<file path="src/logic/rs_pkg.sv">
`default_nettype none

package rs_pkg;

  // Sizes
  localparam int PRF_IDX = 6;  // Physical register tag width
  localparam int ROB_IDX = 5;  // ROB index width
  localparam int RS_SZ   = 8;  // Station entries
  localparam int RS_IDX  = 3;  // Entry index width
  localparam int CDB_W   = 2;  // Broadcasts per cycle

  // Alpha multiply opcode, routed to the multiplier
  localparam logic [4:0] ALU_MULQ = 5'h0b;

  // Renamed instruction as it leaves dispatch
  typedef struct packed {
    logic [PRF_IDX-1:0] pdest;  // Destination tag
    logic [PRF_IDX-1:0] prega;
    logic [PRF_IDX-1:0] pregb;
    logic               prega_valid;  // Operand A already in PRF
    logic               pregb_valid;  // Operand B already in PRF
    logic [4:0]         alu_op;
    logic               rd_mem;
    logic               wr_mem;
    logic [31:0]        ir;
    logic [63:0]        npc;
    logic [ROB_IDX-1:0] rob_idx;
  } rs_inst_t;

  // One common data bus broadcast
  typedef struct packed {
    logic               valid;
    logic [PRF_IDX-1:0] tag;
  } cdb_t;

  // Functional-unit classes
  typedef enum logic [1:0] {
    alu  = 2'd0,
    mem  = 2'd1,
    mult = 2'd2
  } fu_class_t;

  // Packet toward the functional units
  typedef struct packed {
    logic              valid;
    fu_class_t         fu;
    logic [RS_IDX-1:0] rs_idx;  // Entry being released
    rs_inst_t          inst;
  } rs_issue_t;

endpackage

`default_nettype wire

</file>
<file path="src/logic/issue_select.sv">
`default_nettype none

module issue_select (
  input  wire  [rs_pkg::RS_SZ-1:0]                   alu_gnt,
  input  wire  [rs_pkg::RS_SZ-1:0]                   mem_gnt,
  input  wire  [rs_pkg::RS_SZ-1:0]                   mult_gnt,
  input  wire                                        alu_any,
  input  wire                                        mem_any,
  input  wire                                        mult_any,
  input  wire                                        alu_free,
  input  wire                                        mem_free,
  input  wire                                        mult_free,
  input  wire rs_pkg::rs_inst_t [rs_pkg::RS_SZ-1:0]  entry_inst,
  output rs_pkg::rs_issue_t                          issue,
  output logic [rs_pkg::RS_SZ-1:0]                   issue_sel
);

  logic                      chosen;
  rs_pkg::fu_class_t         fu;
  logic [rs_pkg::RS_IDX-1:0] idx;
  rs_pkg::rs_inst_t          payload;

  // First class that is free and has work
  always_comb begin
    issue_sel = '0;
    fu        = rs_pkg::alu;
    chosen    = 1'b0;
    if (alu_free && alu_any) begin
      issue_sel = alu_gnt;
      fu        = rs_pkg::alu;
      chosen    = 1'b1;
    end else if (mem_free && mem_any) begin
      issue_sel = mem_gnt;
      fu        = rs_pkg::mem;
      chosen    = 1'b1;
    end else if (mult_free && mult_any) begin
      issue_sel = mult_gnt;
      fu        = rs_pkg::mult;
      chosen    = 1'b1;
    end
  end

  // One-hot to index
  always_comb begin
    idx = '0;
    for (int i = 0; i < rs_pkg::RS_SZ; i++) begin
      if (issue_sel[i]) begin
        idx = i[rs_pkg::RS_IDX-1:0];
      end
    end
  end

  // All zero when nothing goes out
  always_comb begin
    payload = '0;
    for (int i = 0; i < rs_pkg::RS_SZ; i++) begin
      if (issue_sel[i]) begin
        payload = entry_inst[i];
      end
    end
  end

  always_comb begin
    issue.valid  = chosen;
    issue.fu     = fu;
    issue.rs_idx = idx;
    issue.inst   = payload;
  end

endmodule

`default_nettype wire

</file>
<file path="src/logic/prio_select.sv">
`default_nettype none

// Lowest index wins
module prio_select #(
  parameter int WIDTH = 8
) (
  input  wire  [WIDTH-1:0] req,
  input  wire              en,
  output logic [WIDTH-1:0] gnt,
  output logic             any
);

  always_comb begin
    gnt = '0;
    if (en) begin
      // Walk downward so the lowest request is written last
      for (int i = WIDTH - 1; i >= 0; i--) begin
        if (req[i]) begin
          gnt    = '0;
          gnt[i] = 1'b1;
        end
      end
    end
  end

  assign any = |req;  // Ignores en

  gnt_onehot: assert final ($onehot0(gnt) && ((gnt & ~req) == '0));

endmodule

`default_nettype wire

</file>
<file path="src/logic/rs_entry.sv">
`default_nettype none

module rs_entry (
  input  wire                                   clk,
  input  wire                                   reset,
  input  wire                                   flush,
  input  wire                                   alloc,
  input  wire                                   issue_sel,
  input  wire rs_pkg::rs_inst_t                 inst_in,
  input  wire rs_pkg::cdb_t [rs_pkg::CDB_W-1:0] cdb,
  output logic                                  free,
  output logic                                  alu_rdy,
  output logic                                  mem_rdy,
  output logic                                  mult_rdy,
  output rs_pkg::rs_inst_t                      inst
);

  logic opa_rdy;     // Latched operand state
  logic opb_rdy;
  logic opa_hit;     // Broadcast matches stored tag
  logic opb_hit;
  logic opa_hit_in;  // Broadcast matches dispatch tag
  logic opb_hit_in;
  logic opa_now;
  logic opb_now;
  logic ops_rdy;
  logic is_mem;
  logic is_mult;

  // Any valid CDB slot carrying this tag
  function automatic logic tag_hit(
    input logic [rs_pkg::PRF_IDX-1:0]      tag,
    input rs_pkg::cdb_t [rs_pkg::CDB_W-1:0] bus
  );
    logic hit;
    hit = 1'b0;
    for (int k = 0; k < rs_pkg::CDB_W; k++) begin
      if (bus[k].valid && (bus[k].tag == tag)) begin
        hit = 1'b1;
      end
    end
    return hit;
  endfunction

  assign opa_hit    = tag_hit(inst.prega, cdb);
  assign opb_hit    = tag_hit(inst.pregb, cdb);
  assign opa_hit_in = tag_hit(inst_in.prega, cdb);
  assign opb_hit_in = tag_hit(inst_in.pregb, cdb);

  // Wakeup bypass
  assign opa_now = opa_rdy | opa_hit;
  assign opb_now = opb_rdy | opb_hit;
  assign ops_rdy = !free && opa_now && opb_now;

  assign is_mem  = inst.rd_mem | inst.wr_mem;
  assign is_mult = !is_mem && (inst.alu_op == rs_pkg::ALU_MULQ);

  assign mem_rdy  = ops_rdy && is_mem;
  assign mult_rdy = ops_rdy && is_mult;
  assign alu_rdy  = ops_rdy && !is_mem && !is_mult;

  always_ff @(posedge clk) begin
    if (reset) begin
      free    <= 1'b1;
      opa_rdy <= 1'b0;
      opb_rdy <= 1'b0;
    end else if (flush) begin  // Beats alloc and issue
      free    <= 1'b1;
      opa_rdy <= 1'b0;
      opb_rdy <= 1'b0;
    end else if (alloc) begin
      free    <= 1'b0;
      opa_rdy <= inst_in.prega_valid | opa_hit_in;
      opb_rdy <= inst_in.pregb_valid | opb_hit_in;
    end else if (issue_sel) begin
      free    <= 1'b1;
      opa_rdy <= 1'b0;
      opb_rdy <= 1'b0;
    end else if (!free) begin
      opa_rdy <= opa_now;
      opb_rdy <= opb_now;
    end
  end

  always_ff @(posedge clk) begin
    if (alloc) begin
      inst <= inst_in;
    end
  end

  rdy_exclusive: assert property (
    @(posedge clk) disable iff (reset)
    $onehot0({alu_rdy, mem_rdy, mult_rdy})
  );

  // The selector upstream must only pick occupied slots
  sel_occupied: assert property (
    @(posedge clk) disable iff (reset)
    issue_sel |-> !free
  );

endmodule

`default_nettype wire

</file>
<file path="src/logic/rs_top.sv">
`default_nettype none

module rs_top (
  input  wire                                   clk,
  input  wire                                   reset,
  input  wire                                   dispatch_en,
  input  wire rs_pkg::rs_inst_t                 dispatch_inst,
  input  wire rs_pkg::cdb_t [rs_pkg::CDB_W-1:0] cdb,
  input  wire                                   alu_free,
  input  wire                                   mem_free,
  input  wire                                   mult_free,
  input  wire  [rs_pkg::RS_SZ-1:0]              flush,
  output rs_pkg::rs_issue_t                     issue,
  output logic                                  rs_free,
  output logic                                  alu_rdy,
  output logic                                  mem_rdy,
  output logic                                  mult_rdy
);

  wire [rs_pkg::RS_SZ-1:0] entry_free;
  wire [rs_pkg::RS_SZ-1:0] entry_alu_rdy;
  wire [rs_pkg::RS_SZ-1:0] entry_mem_rdy;
  wire [rs_pkg::RS_SZ-1:0] entry_mult_rdy;
  wire rs_pkg::rs_inst_t [rs_pkg::RS_SZ-1:0] entry_inst;

  logic [rs_pkg::RS_SZ-1:0] alloc_gnt;  // Slot taking the dispatch
  logic [rs_pkg::RS_SZ-1:0] alu_gnt;
  logic [rs_pkg::RS_SZ-1:0] mem_gnt;
  logic [rs_pkg::RS_SZ-1:0] mult_gnt;
  logic [rs_pkg::RS_SZ-1:0] issue_sel;

  prio_select #(.WIDTH(rs_pkg::RS_SZ)) alloc_sel (
    .req (entry_free),
    .en  (dispatch_en),
    .gnt (alloc_gnt),
    .any (rs_free)
  );

  prio_select #(.WIDTH(rs_pkg::RS_SZ)) alu_sel (
    .req (entry_alu_rdy),
    .en  (alu_free),
    .gnt (alu_gnt),
    .any (alu_rdy)
  );

  prio_select #(.WIDTH(rs_pkg::RS_SZ)) mem_sel (
    .req (entry_mem_rdy),
    .en  (mem_free),
    .gnt (mem_gnt),
    .any (mem_rdy)
  );

  prio_select #(.WIDTH(rs_pkg::RS_SZ)) mult_sel (
    .req (entry_mult_rdy),
    .en  (mult_free),
    .gnt (mult_gnt),
    .any (mult_rdy)
  );

  issue_select u_issue_select (
    .alu_gnt    (alu_gnt),
    .mem_gnt    (mem_gnt),
    .mult_gnt   (mult_gnt),
    .alu_any    (alu_rdy),
    .mem_any    (mem_rdy),
    .mult_any   (mult_rdy),
    .alu_free   (alu_free),
    .mem_free   (mem_free),
    .mult_free  (mult_free),
    .entry_inst (entry_inst),
    .issue      (issue),
    .issue_sel  (issue_sel)
  );

  for (genvar i = 0; i < rs_pkg::RS_SZ; i++) begin : g_entry
    rs_entry u_entry (
      .clk       (clk),
      .reset     (reset),
      .flush     (flush[i]),
      .alloc     (alloc_gnt[i]),
      .issue_sel (issue_sel[i]),
      .inst_in   (dispatch_inst),
      .cdb       (cdb),
      .free      (entry_free[i]),
      .alu_rdy   (entry_alu_rdy[i]),
      .mem_rdy   (entry_mem_rdy[i]),
      .mult_rdy  (entry_mult_rdy[i]),
      .inst      (entry_inst[i])
    );
  end

  no_dispatch_full: assert property (
    @(posedge clk) disable iff (reset)
    dispatch_en |-> rs_free
  );

endmodule

`default_nettype wire
</file>
<file path="config.mk">
export PLATFORM = sky130hd
export DESIGN_NAME = rs_top
export DESIGN_NICKNAME = d
export VERILOG_FILES = /design/src/logic/rs_pkg.sv /design/src/logic/issue_select.sv /design/src/logic/prio_select.sv /design/src/logic/rs_entry.sv /design/src/logic/rs_top.sv
export SDC_FILE = /design/constraint.sdc
export NUM_CORES = 1
export LEC_CHECK = 0
export ABC_CLOCK_PERIOD_IN_PS = 15370
export BUFFER_PORTS_ARGS = -buffer_cell sky130_fd_sc_hd__buf_2
export CELL_PAD_IN_SITES_DETAIL_PLACEMENT = 2
export CELL_PAD_IN_SITES_GLOBAL_PLACEMENT = 2
export CORE_ASPECT_RATIO = 0.6
export CORE_MARGIN = 4
export CORE_UTILIZATION = 35
export CTS_CLUSTER_SIZE = 25
export DETAILED_ROUTE_END_ITERATION = 8
export PLACE_DENSITY_LB_ADDON = 0.1
export SLEW_MARGIN = 20
export SYNTH_ARGS = -nofsm -noshare
export SYNTH_HDL_FRONTEND = slang
export SYNTH_SLANG_ARGS = --single-unit
</file>
<file path="constraint.sdc">
create_clock -name clk -period 15.37 [get_ports clk]
set_input_delay 3.074 -clock clk [delete_from_list [all_inputs] [get_ports clk]]
set_output_delay 3.074 -clock clk [all_outputs]
set_load 0.03 [all_outputs]
</file>
# == Word-level counts from Yosys, hierarchy flattened ==
# Cells that the tools add are included.
# W data, S select, Z words.
# classes
n_eq_ne,52
n_mux,160
bitwise_logic,26
reduce_logical,139
# op_table
op,n
$mux W128,8
$mux W8,39
$eq A6 B6 Y1,36
$mux W1,104
$logic_and A1 B1 Y1,95
$eq A5 B4 Y1 const B,8
$reduce_or A8 Y1,4
$or A1 B1 Y1,26
$logic_not A1 Y1,24
$ne A3 B3 Y1 const B,8
$reduce_bool A2 Y1,8
$reduce_or A2 Y1,8
$mux W3,4
$mux W2,5
# totals
regBits,1048
output_inout_bits,138

# == Logic depth before layout (Yosys ltp) ==
# Gate-level depths: netlist (run 1).
# logic_depth
word_depth,28
depth_mapped,17

# == Hierarchy ==
# Synthesis (run 1) repeated with hierarchy kept, for this count alone.
# hier_totals
hier_cells,3246
hier_area_um2,47929.7
# modules_own_cells
module,instances,cells_per_inst,area_each_um2,seq_area_each_um2
rs_entry,8,220,4593.2,3903.7
issue_select,1,1422,10709.0,0.0
prio_select,4,16,118.9,0.0

# == Worst setup path before layout (run 1) ==
# No wires, ideal clock.
# synth_timing
path_kind,in2reg
start,in dispatch_en
end,reg g_entry[4].u_entry.free
setup_time_ns,0.512
t_arrival_ns,12.861
t_required_ns,14.858
path_slack_ns,1.997
path_stages,4
n_path_buf,0
path_cell_list,nor2b_1 nand2_1 nor3_1 o21ai_0
# synth_between
elab_chain_cells,2
elab_cells_between_ends,3
classes_between,2 x mux; 1 x reduce/logical
# synth_lines
element,line,source
"start, declared",rs_top.sv:6,"input wire dispatch_en,"
$mux W8 *,prio_select.sv:15,if (en) begin
net g_entry[4].u_entry.alloc,rs_entry.sv:7,"input wire alloc,"
$mux W1 or $reduce_bool A2 Y1 (tied branches),--,
"end signal, assigned",rs_entry.sv:68,free <= 1'b1;
"end signal, assigned",rs_entry.sv:72,free <= 1'b0;
"end signal, assigned",rs_entry.sv:76,free <= 1'b1;
"end, declared",rs_entry.sv:11,"output logic free,"
# Mark *: on every way through the listed nets, which the timed path passes. The rest lies on a longest branch.
# A chain may end at the register's enable or synchronous reset.

==> results of run 1 <==
## state kept, by name (all words and copies together), names as in the netlist
| register | cells |
|---|---|
| g_entry.u_entry.inst | 1024 |
| g_entry.u_entry.opb_rdy | 8 |
| g_entry.u_entry.free | 8 |
| g_entry.u_entry.opa_rdy | 8 |
## critical path, stage by stage
cell and delay, ns:
buf_2 0.58, xnor2_1 0.20, nand4_1 0.27, nor4_1 0.77, o32ai_1 0.31, or3_4 0.49, and2_4 0.17, a41oi_4 0.40
a211oi_1 0.15, nor2_4 0.85, buf_4 0.56, buf_4 0.34, a221o_1 0.18, a21oi_1 0.06, o311ai_1 0.34, buf_2 0.27
## stage by stage
stage          power [uW]  utilization (%)  instance area, um^2  hold slack, ns
5_1_grt              6020             40.8                47900           0.650
2_1_floorplan        3310                -                41600           0.536
6_report             5820             40.8                47900           0.596
3_5_place_dp         3400             38.0                44600           0.596
4_1_cts              5890             40.8                47800           0.602
3_3_place_gp         3380             38.0                44600           0.582
## power by group through the flow
| stage | clock (uW) | combinational (uW) | sequential, uW |
|---|---|---|---|
| detailed placement | 0 | 154 | 3240 |
| global route | 2670 | 166 | 3180 |
| global placement | 0 | 145 | 3240 |
| finish | 2490 | 154 | 3180 |
| floorplan | 0 | 65.4 | 3240 |
| CTS | 2550 | 154 | 3180 |
## cell type report
type,count,area share (%)
Antenna cell,10,0.0523
Clock buffer,129,5.65
Clock inverter,58,1.08
Multi-Input combinational cell,1356,19.8
Inverter,16,0.136
Timing Repair Buffer,336,3.88
Sequential cell,1048,65.3
Tap cell,1584,4.14
## routing by layer
layer  global-route usage (%)  vias up  part of all wire [%]
met2                     36.5      823                    46
met3                     4.48      199                   5.7
li1                         -    11100                     -
met4                     6.28       14                   2.4
met5                        0        -                 0.061
met1                     33.0    14200                    46
## worst max path at each step
stage / from / to / depth (start not counted) / slack [ns]
final: cdb[9] / issue[46] / 16 / 3.22
after detailed placement: cdb[9] / issue[51] / 16 / 3.24
after CTS: cdb[9] / issue[51] / 16 / 3.23
after global placement: cdb[2] / issue[51] / 16 / 3.34
after floorplan: dispatch_en / g_entry[4].u_entry.free / 4 / 2.00
after global routing: cdb[9] / issue[51] / 16 / 2.96
## placed cells by master, fill, tap and decap left out, types with 19 or more instances in the layout
| cell type | instances |
|---|---|
| buf_2 | 293 |
| clkinv_1 | 23 |
| clkbuf_16 | 104 |
| nand4_1 | 30 |
| xnor2_1 | 97 |
| nand2_1 | 152 |
| nor3_1 | 44 |
| dfxtp_1 | 24 |
| a21oi_1 | 154 |
| and3_1 | 19 |
| nor2_1 | 181 |
| a221o_1 | 111 |
| o21ai_0 | 30 |
| buf_4 | 37 |
| o311ai_1 | 111 |
| clkbuf_1 | 24 |
| clkinv_2 | 20 |
| xor2_1 | 119 |
| edfxtp_1 | 1024 |
| a222oi_1 | 128 |
| o21ai_1 | 22 |
## cells by family after synthesis
family                    share of synthesized area, %
AOI/OAI and AO/OA                                 12.0
and+or+nand+nor                                   5.86
xor gates and xnor gates                          4.54
DFF                                               75.0
muxes                                           0.0481
buffers and inverters                             2.52
==> impl_results.md, run 1 <==
* Placed cells at 4340
* CTS sink cnt at roughly 1000
* Post-route DRC at 0
* Drt first-iter violations at roughly 2600
* Post-synth EDFFs at between 1000 and 1500
* Buffer depth of the longest clock path at 3
* Share of cells above drive strength 1 at around 18%
* Initial Util at a little over a third
* Max IR drop VDD at between 0.00007 and 0.00008 V
* Finished Layout Cells at roughly 4500
* Synth top area share at ~74%
* Psw at 1250 uW
* FF+latch count, synth at 1048
* Core area at 117000 um^2
* Synthesized area at 41600 um^2
* Pre-CTS setup slack at about 3.2 ns
* Mapped Cells at 2601
* DR pass1 iterations at 9
* FF-to-FF path depth at 12
* Fmax at 82.3 MHz
* Leakage at 0.0155 uW
* Area Growth Syn to Fin at 14.9%
* Via count at about 26000
* Fin. max-slew vios at 0
* Post-CTS Setup Bufs at 0
* Setup WS post-layout at 3.22 ns
* Row Count at 97
* CTS root buf: clkbuf_16
* Worst EP required at ~12 ns
* Reg2Reg Launch Point: g_entry[6].u_entry.inst[112]
* Worst Hold Path Cells at 2
* Post_cts resized at 0
* DRT Wirelength at between 100 and 150 mm
* Chip width at about 450 um
* GRT Total Usage at 23.2%
* Worst-Margin Slew at around 1.2 ns
* Number of global-route vias before repair at ~28000
* Clock share of power at a little over two fifths
* Count leader, synth: edfxtp_1
* Pint at 4570 uW
* GP Congestion at 0.830
* MaxCap Viol Count at 0
* Fill count at approximately 11000
* Setup violations, final at 0
* Post-synth top area cell: edfxtp_1
* Startpoint types: input pin
* Nets@finish at approximately 3000
* Sequential area share after synthesis at 75.0%
* Post-DP HPWL at approximately 86 mm
* Status: complete, no violations
* List of most frequent post-synthesis cells: edfxtp_1, nor2_1, a21oi_1
* Clock latency on the worst-skew pair at around 0.72 ns
* Power share of the sequential group at a little over half
* Logic pwr share at about 2.6%
* First-pass GRT wire length at approximately 210 mm
* Vias/cell at between 5 and 6
* Port Buf Inserts at 293
* Die Y at around 280 um
* Synth area leaders: edfxtp_1, a222oi_1, a221o_1
* Hold Buf Count CTS at 0
* Multi-input logic area at around 9500 um^2
* Hold path startpoint: g_entry[7].u_entry.free
* Largest net degree at the start of global routing at about 110
* Tmin final at approximately 12 ns
* Cts bufs inserted at around 100
* P per Cell Area at approximately 120 nW/um^2
* Syn_area_per_cell at 16.0 um^2
* Setup Skew at between 0.015 and 0.02 ns
* Max-slew headroom at roughly 22%
* CP Class: in -> out
* Net Count, Synth at between 2000 and 3000
* Setup TNS at 0 ns
* Die area at 125000 um^2
* Final period util at between 70% and 80%
* H-tree levels at 3
* RSZ-0062 raised after global routing: false
* Top_reg_cell synth: edfxtp_1
* Switching share of power at ~21%
* Hold Path Class: reg -> reg
* Ys Warns at 0
* Crit path arrival time at ~9.1 ns
* Ys async rst share at 0%
* Antenna Nets Post-Route at 0
* CTS tree: built
* Worst setup EP type: output pin
* WL/cell at around 32 um
* Initial antenna violation count at 26
* Hold Fails Final Rpt at 0
* GRT Residual Overflow at 0
* Worst reg2reg endpoint: g_entry[3].u_entry.free
* Hold endpoint: g_entry[7].u_entry.free
* Worst-path clk slew at ~0.06 ns
* R2R Setup Slk at between 10 and 15 ns
* Post-synth cell types at 68
* Worst-path fanout max at 27
* Io pins at about 290
* Register area at between 30000 and 40000 um^2
Power figures use the tool's default switching activity.
==> inputs of run 2 (changes only) <==
- ABC_CLOCK_PERIOD_IN_PS: 15370 -> 10400
- clock period: 15.37 -> 10.4 ns (I/O delays scaled with it)
==> impl_results.md, run 2 (synthesized netlist as in run 1, its figures left out) <==
* Biggest register: g_entry.u_entry.inst
* Hold endpoint: g_entry[1].u_entry.free
* Initial Util at 35.5%
* Hold Buf Count CTS at 0
* Slowest-stage cell, CP: buf_2
* R2R Setup Slk at slightly below 6 ns
* Post_cts resized at 0
* Worst setup EP type: output pin
* Post-CTS Setup Bufs at 0
* Port Buf Inserts at 293
* Power share of the sequential group at about 55%
* Switching share of power at a little over a fifth
* Setup TNS at 0 ns
* GP Congestion at approximately 0.84
* Antenna Nets Post-Route at 0
* Initial antenna violation count at 23
* H-tree levels at 3
* Share of cells above drive strength 1 at 17.9%
* Via count at roughly 26000
* Core area at 117000 um^2
* Post-DP HPWL at between 80 and 90 mm
* GRT Total Usage at between 20 and 25%
* Crit. Startpoint: cdb[9]
* CTS root buf: clkbuf_16
* Worst stage delay on the critical path at about 0.62 ns
* Worst-path fanout max at 45
* Leakage at 0.0156 uW
* Setup violations, final at 0
* FF-to-FF path depth at 12
* Reg2Reg Launch Point: g_entry[4].u_entry.inst[121]
* Worst reg2reg endpoint: g_entry[1].u_entry.opb_rdy
* Hold path startpoint: g_entry[1].u_entry.free
* Number of global-route vias before repair at 28500
* Crit path arrival time at 7.44 ns
* Cts bufs inserted at 100
* Commonest non-fill, non-tap cell in the layout: edfxtp_1
* MaxCap Viol Count at 0
* RSZ-0062 raised after global routing: false
* CTS sink cnt at ~1000
* Setup Skew at about 0.021 ns
* WL/cell at between 30 and 40 um
* Max-slew headroom at between 20% and 30%
* Row Count at 97
* CTS tree: built
* Worst EP required at ~8.3 ns
* Chip width at ~450 um
* Max IR drop VDD at 0.000146 V
* DR pass1 iterations at 7
* Nets@finish at slightly above 3000
* Hold Fails Final Rpt at 0
* Logic pwr share at 2.7%
* Drt first-iter violations at roughly 2700
* Clock latency on the worst-skew pair at a little over 0.7 ns
* Worst Hold Path Cells at 2
* Fill count at between 10000 and 15000
* Die area at roughly 120000 um^2
* Crit path buffers/inverters at 4
* Max FFs per register at 1024
* Hold Path Class: reg -> reg
* Worst-Margin Slew at ~1.1 ns
* Io pins at 294
* GRT Residual Overflow at 0
* Startpoint types: input pin
* Fmax at around 110 MHz
* Vias/cell at around 5.8
* Final period util at between 90% and 100%
* Crit-path leading delay family: simple AND/OR/NAND/NOR gates
* Buffer depth of the longest clock path at 3
* Fin. max-slew vios at 0
* Tmin final at between 9 and 10 ns
* Status: complete, no violations
* P per Cell Area at 177 nW/um^2
* Largest net degree at the start of global routing at between 100 and 150
* Pint at 6700 uW
* Psw at 1820 uW
* Leading cell types in the layout, fill and taps excluded: edfxtp_1, buf_2, nor2_1, a21oi_1, nand2_1
* Clock share of power at between 40% and 50%
* Overall Power at roughly 8500 uW
* Critical-path cell list: buf_2 -> xnor2_1 -> nand4_1 -> nor4_1 -> o221ai_1 -> or4b_1 -> nor2b_1 -> a41oi_4 -> a211oi_1 -> nor2_4 -> buf_12 -> buf_12 -> a221o_1 -> a21oi_1 -> o311ai_1 -> buf_2
* Worst-path clk slew at 0.06 ns
* Post-route DRC at 0
* Die Y at 275 um
* Area Growth Syn to Fin at 15.5%
* CP Class: in -> out
* First-pass GRT wire length at 208 mm
* DRT Wirelength at 145 mm
==> run 2: cell count changes in the layout (fill, tap and decap cells not counted), sizes merged <==
| cell | previous run | this run |
|---|---|---|
| buf | 336 | 359 |
| clkbuf | 129 | 125 |
| diode | 10 | 6 |
| clkinv | 46 | 48 |
| bufinv | 7 | 6 |
| clkinvlp | 2 | 3 |
| inv | 19 | 18 |
==> run 2: through the flow <==
step	hold slack, ns	std cells	instance area, um^2	util, %	worst slack [ns]
2_1_floorplan	0.536	2601	41700	-	2.26
3_3_place_gp	0.597	4363	45000	38.3	1.01
3_5_place_dp	0.627	4363	45000	38.3	0.971
4_1_cts	0.637	4547	48100	41.0	0.986
5_1_grt	0.654	4549	48100	41.0	0.627
6_report	0.639	4553	48100	41.0	0.884
==> run 2: worst reg2reg max path: stages, from the launching register on <==
cell	delay (ns)
edfxtp_1	0.56
xor2_1	0.22
nor4_1	0.60
o221ai_1	0.34
or4b_1	0.57
nor2b_1	0.23
a41oi_4	0.44
o21ai_1	0.16
o31a_2	0.34
buf_12	0.27
a2111oi_0	0.43
a21oi_1	0.07
nor3_1	0.14
==> run 2: layout make-up <==
type                            instances  area, um^2  area share, %
Sequential cell                      1048       31200           64.9
Multi-Input combinational cell       1356        9490           19.7
Clock buffer                          125        2660           5.53
Timing Repair Buffer                  359        2210           4.60
Tap cell                             1584        1980           4.12
Clock inverter                         59         457          0.949
Inverter                               16        65.1          0.135
Antenna cell                            6        15.0         0.0312
==> run 2: worst max-delay path by stage <==
| stage | to | cells after the start |
|---|---|---|
| after floorplan | g_entry[4].u_entry.free | 4 |
| after global placement | issue[87] | 16 |
| after detailed placement | issue[0] | 16 |
| after CTS | issue[0] | 16 |
| after global routing | issue[35] | 16 |
| final | issue[35] | 16 |
==> run 2: power groups by stage <==
stage	Combinational (uW)	Sequential (uW)	Clock, uW
finish	230	4700	3590
global route	248	4700	3870
CTS	231	4700	3690
detailed placement	230	4790	0
global placement	217	4790	0
floorplan	96.6	4790	0
==> run 2: per-layer routing <==
metal | part of all wire [%] | GRT usage [%] | vias up
li1 | - | - | 11100
met1 | 46 | 33.2 | 14300
met2 | 46 | 36.4 | 792
met3 | 5.6 | 3.60 | 170
met4 | 1.9 | 4.92 | 10
met5 | 0.037 | 0 | -
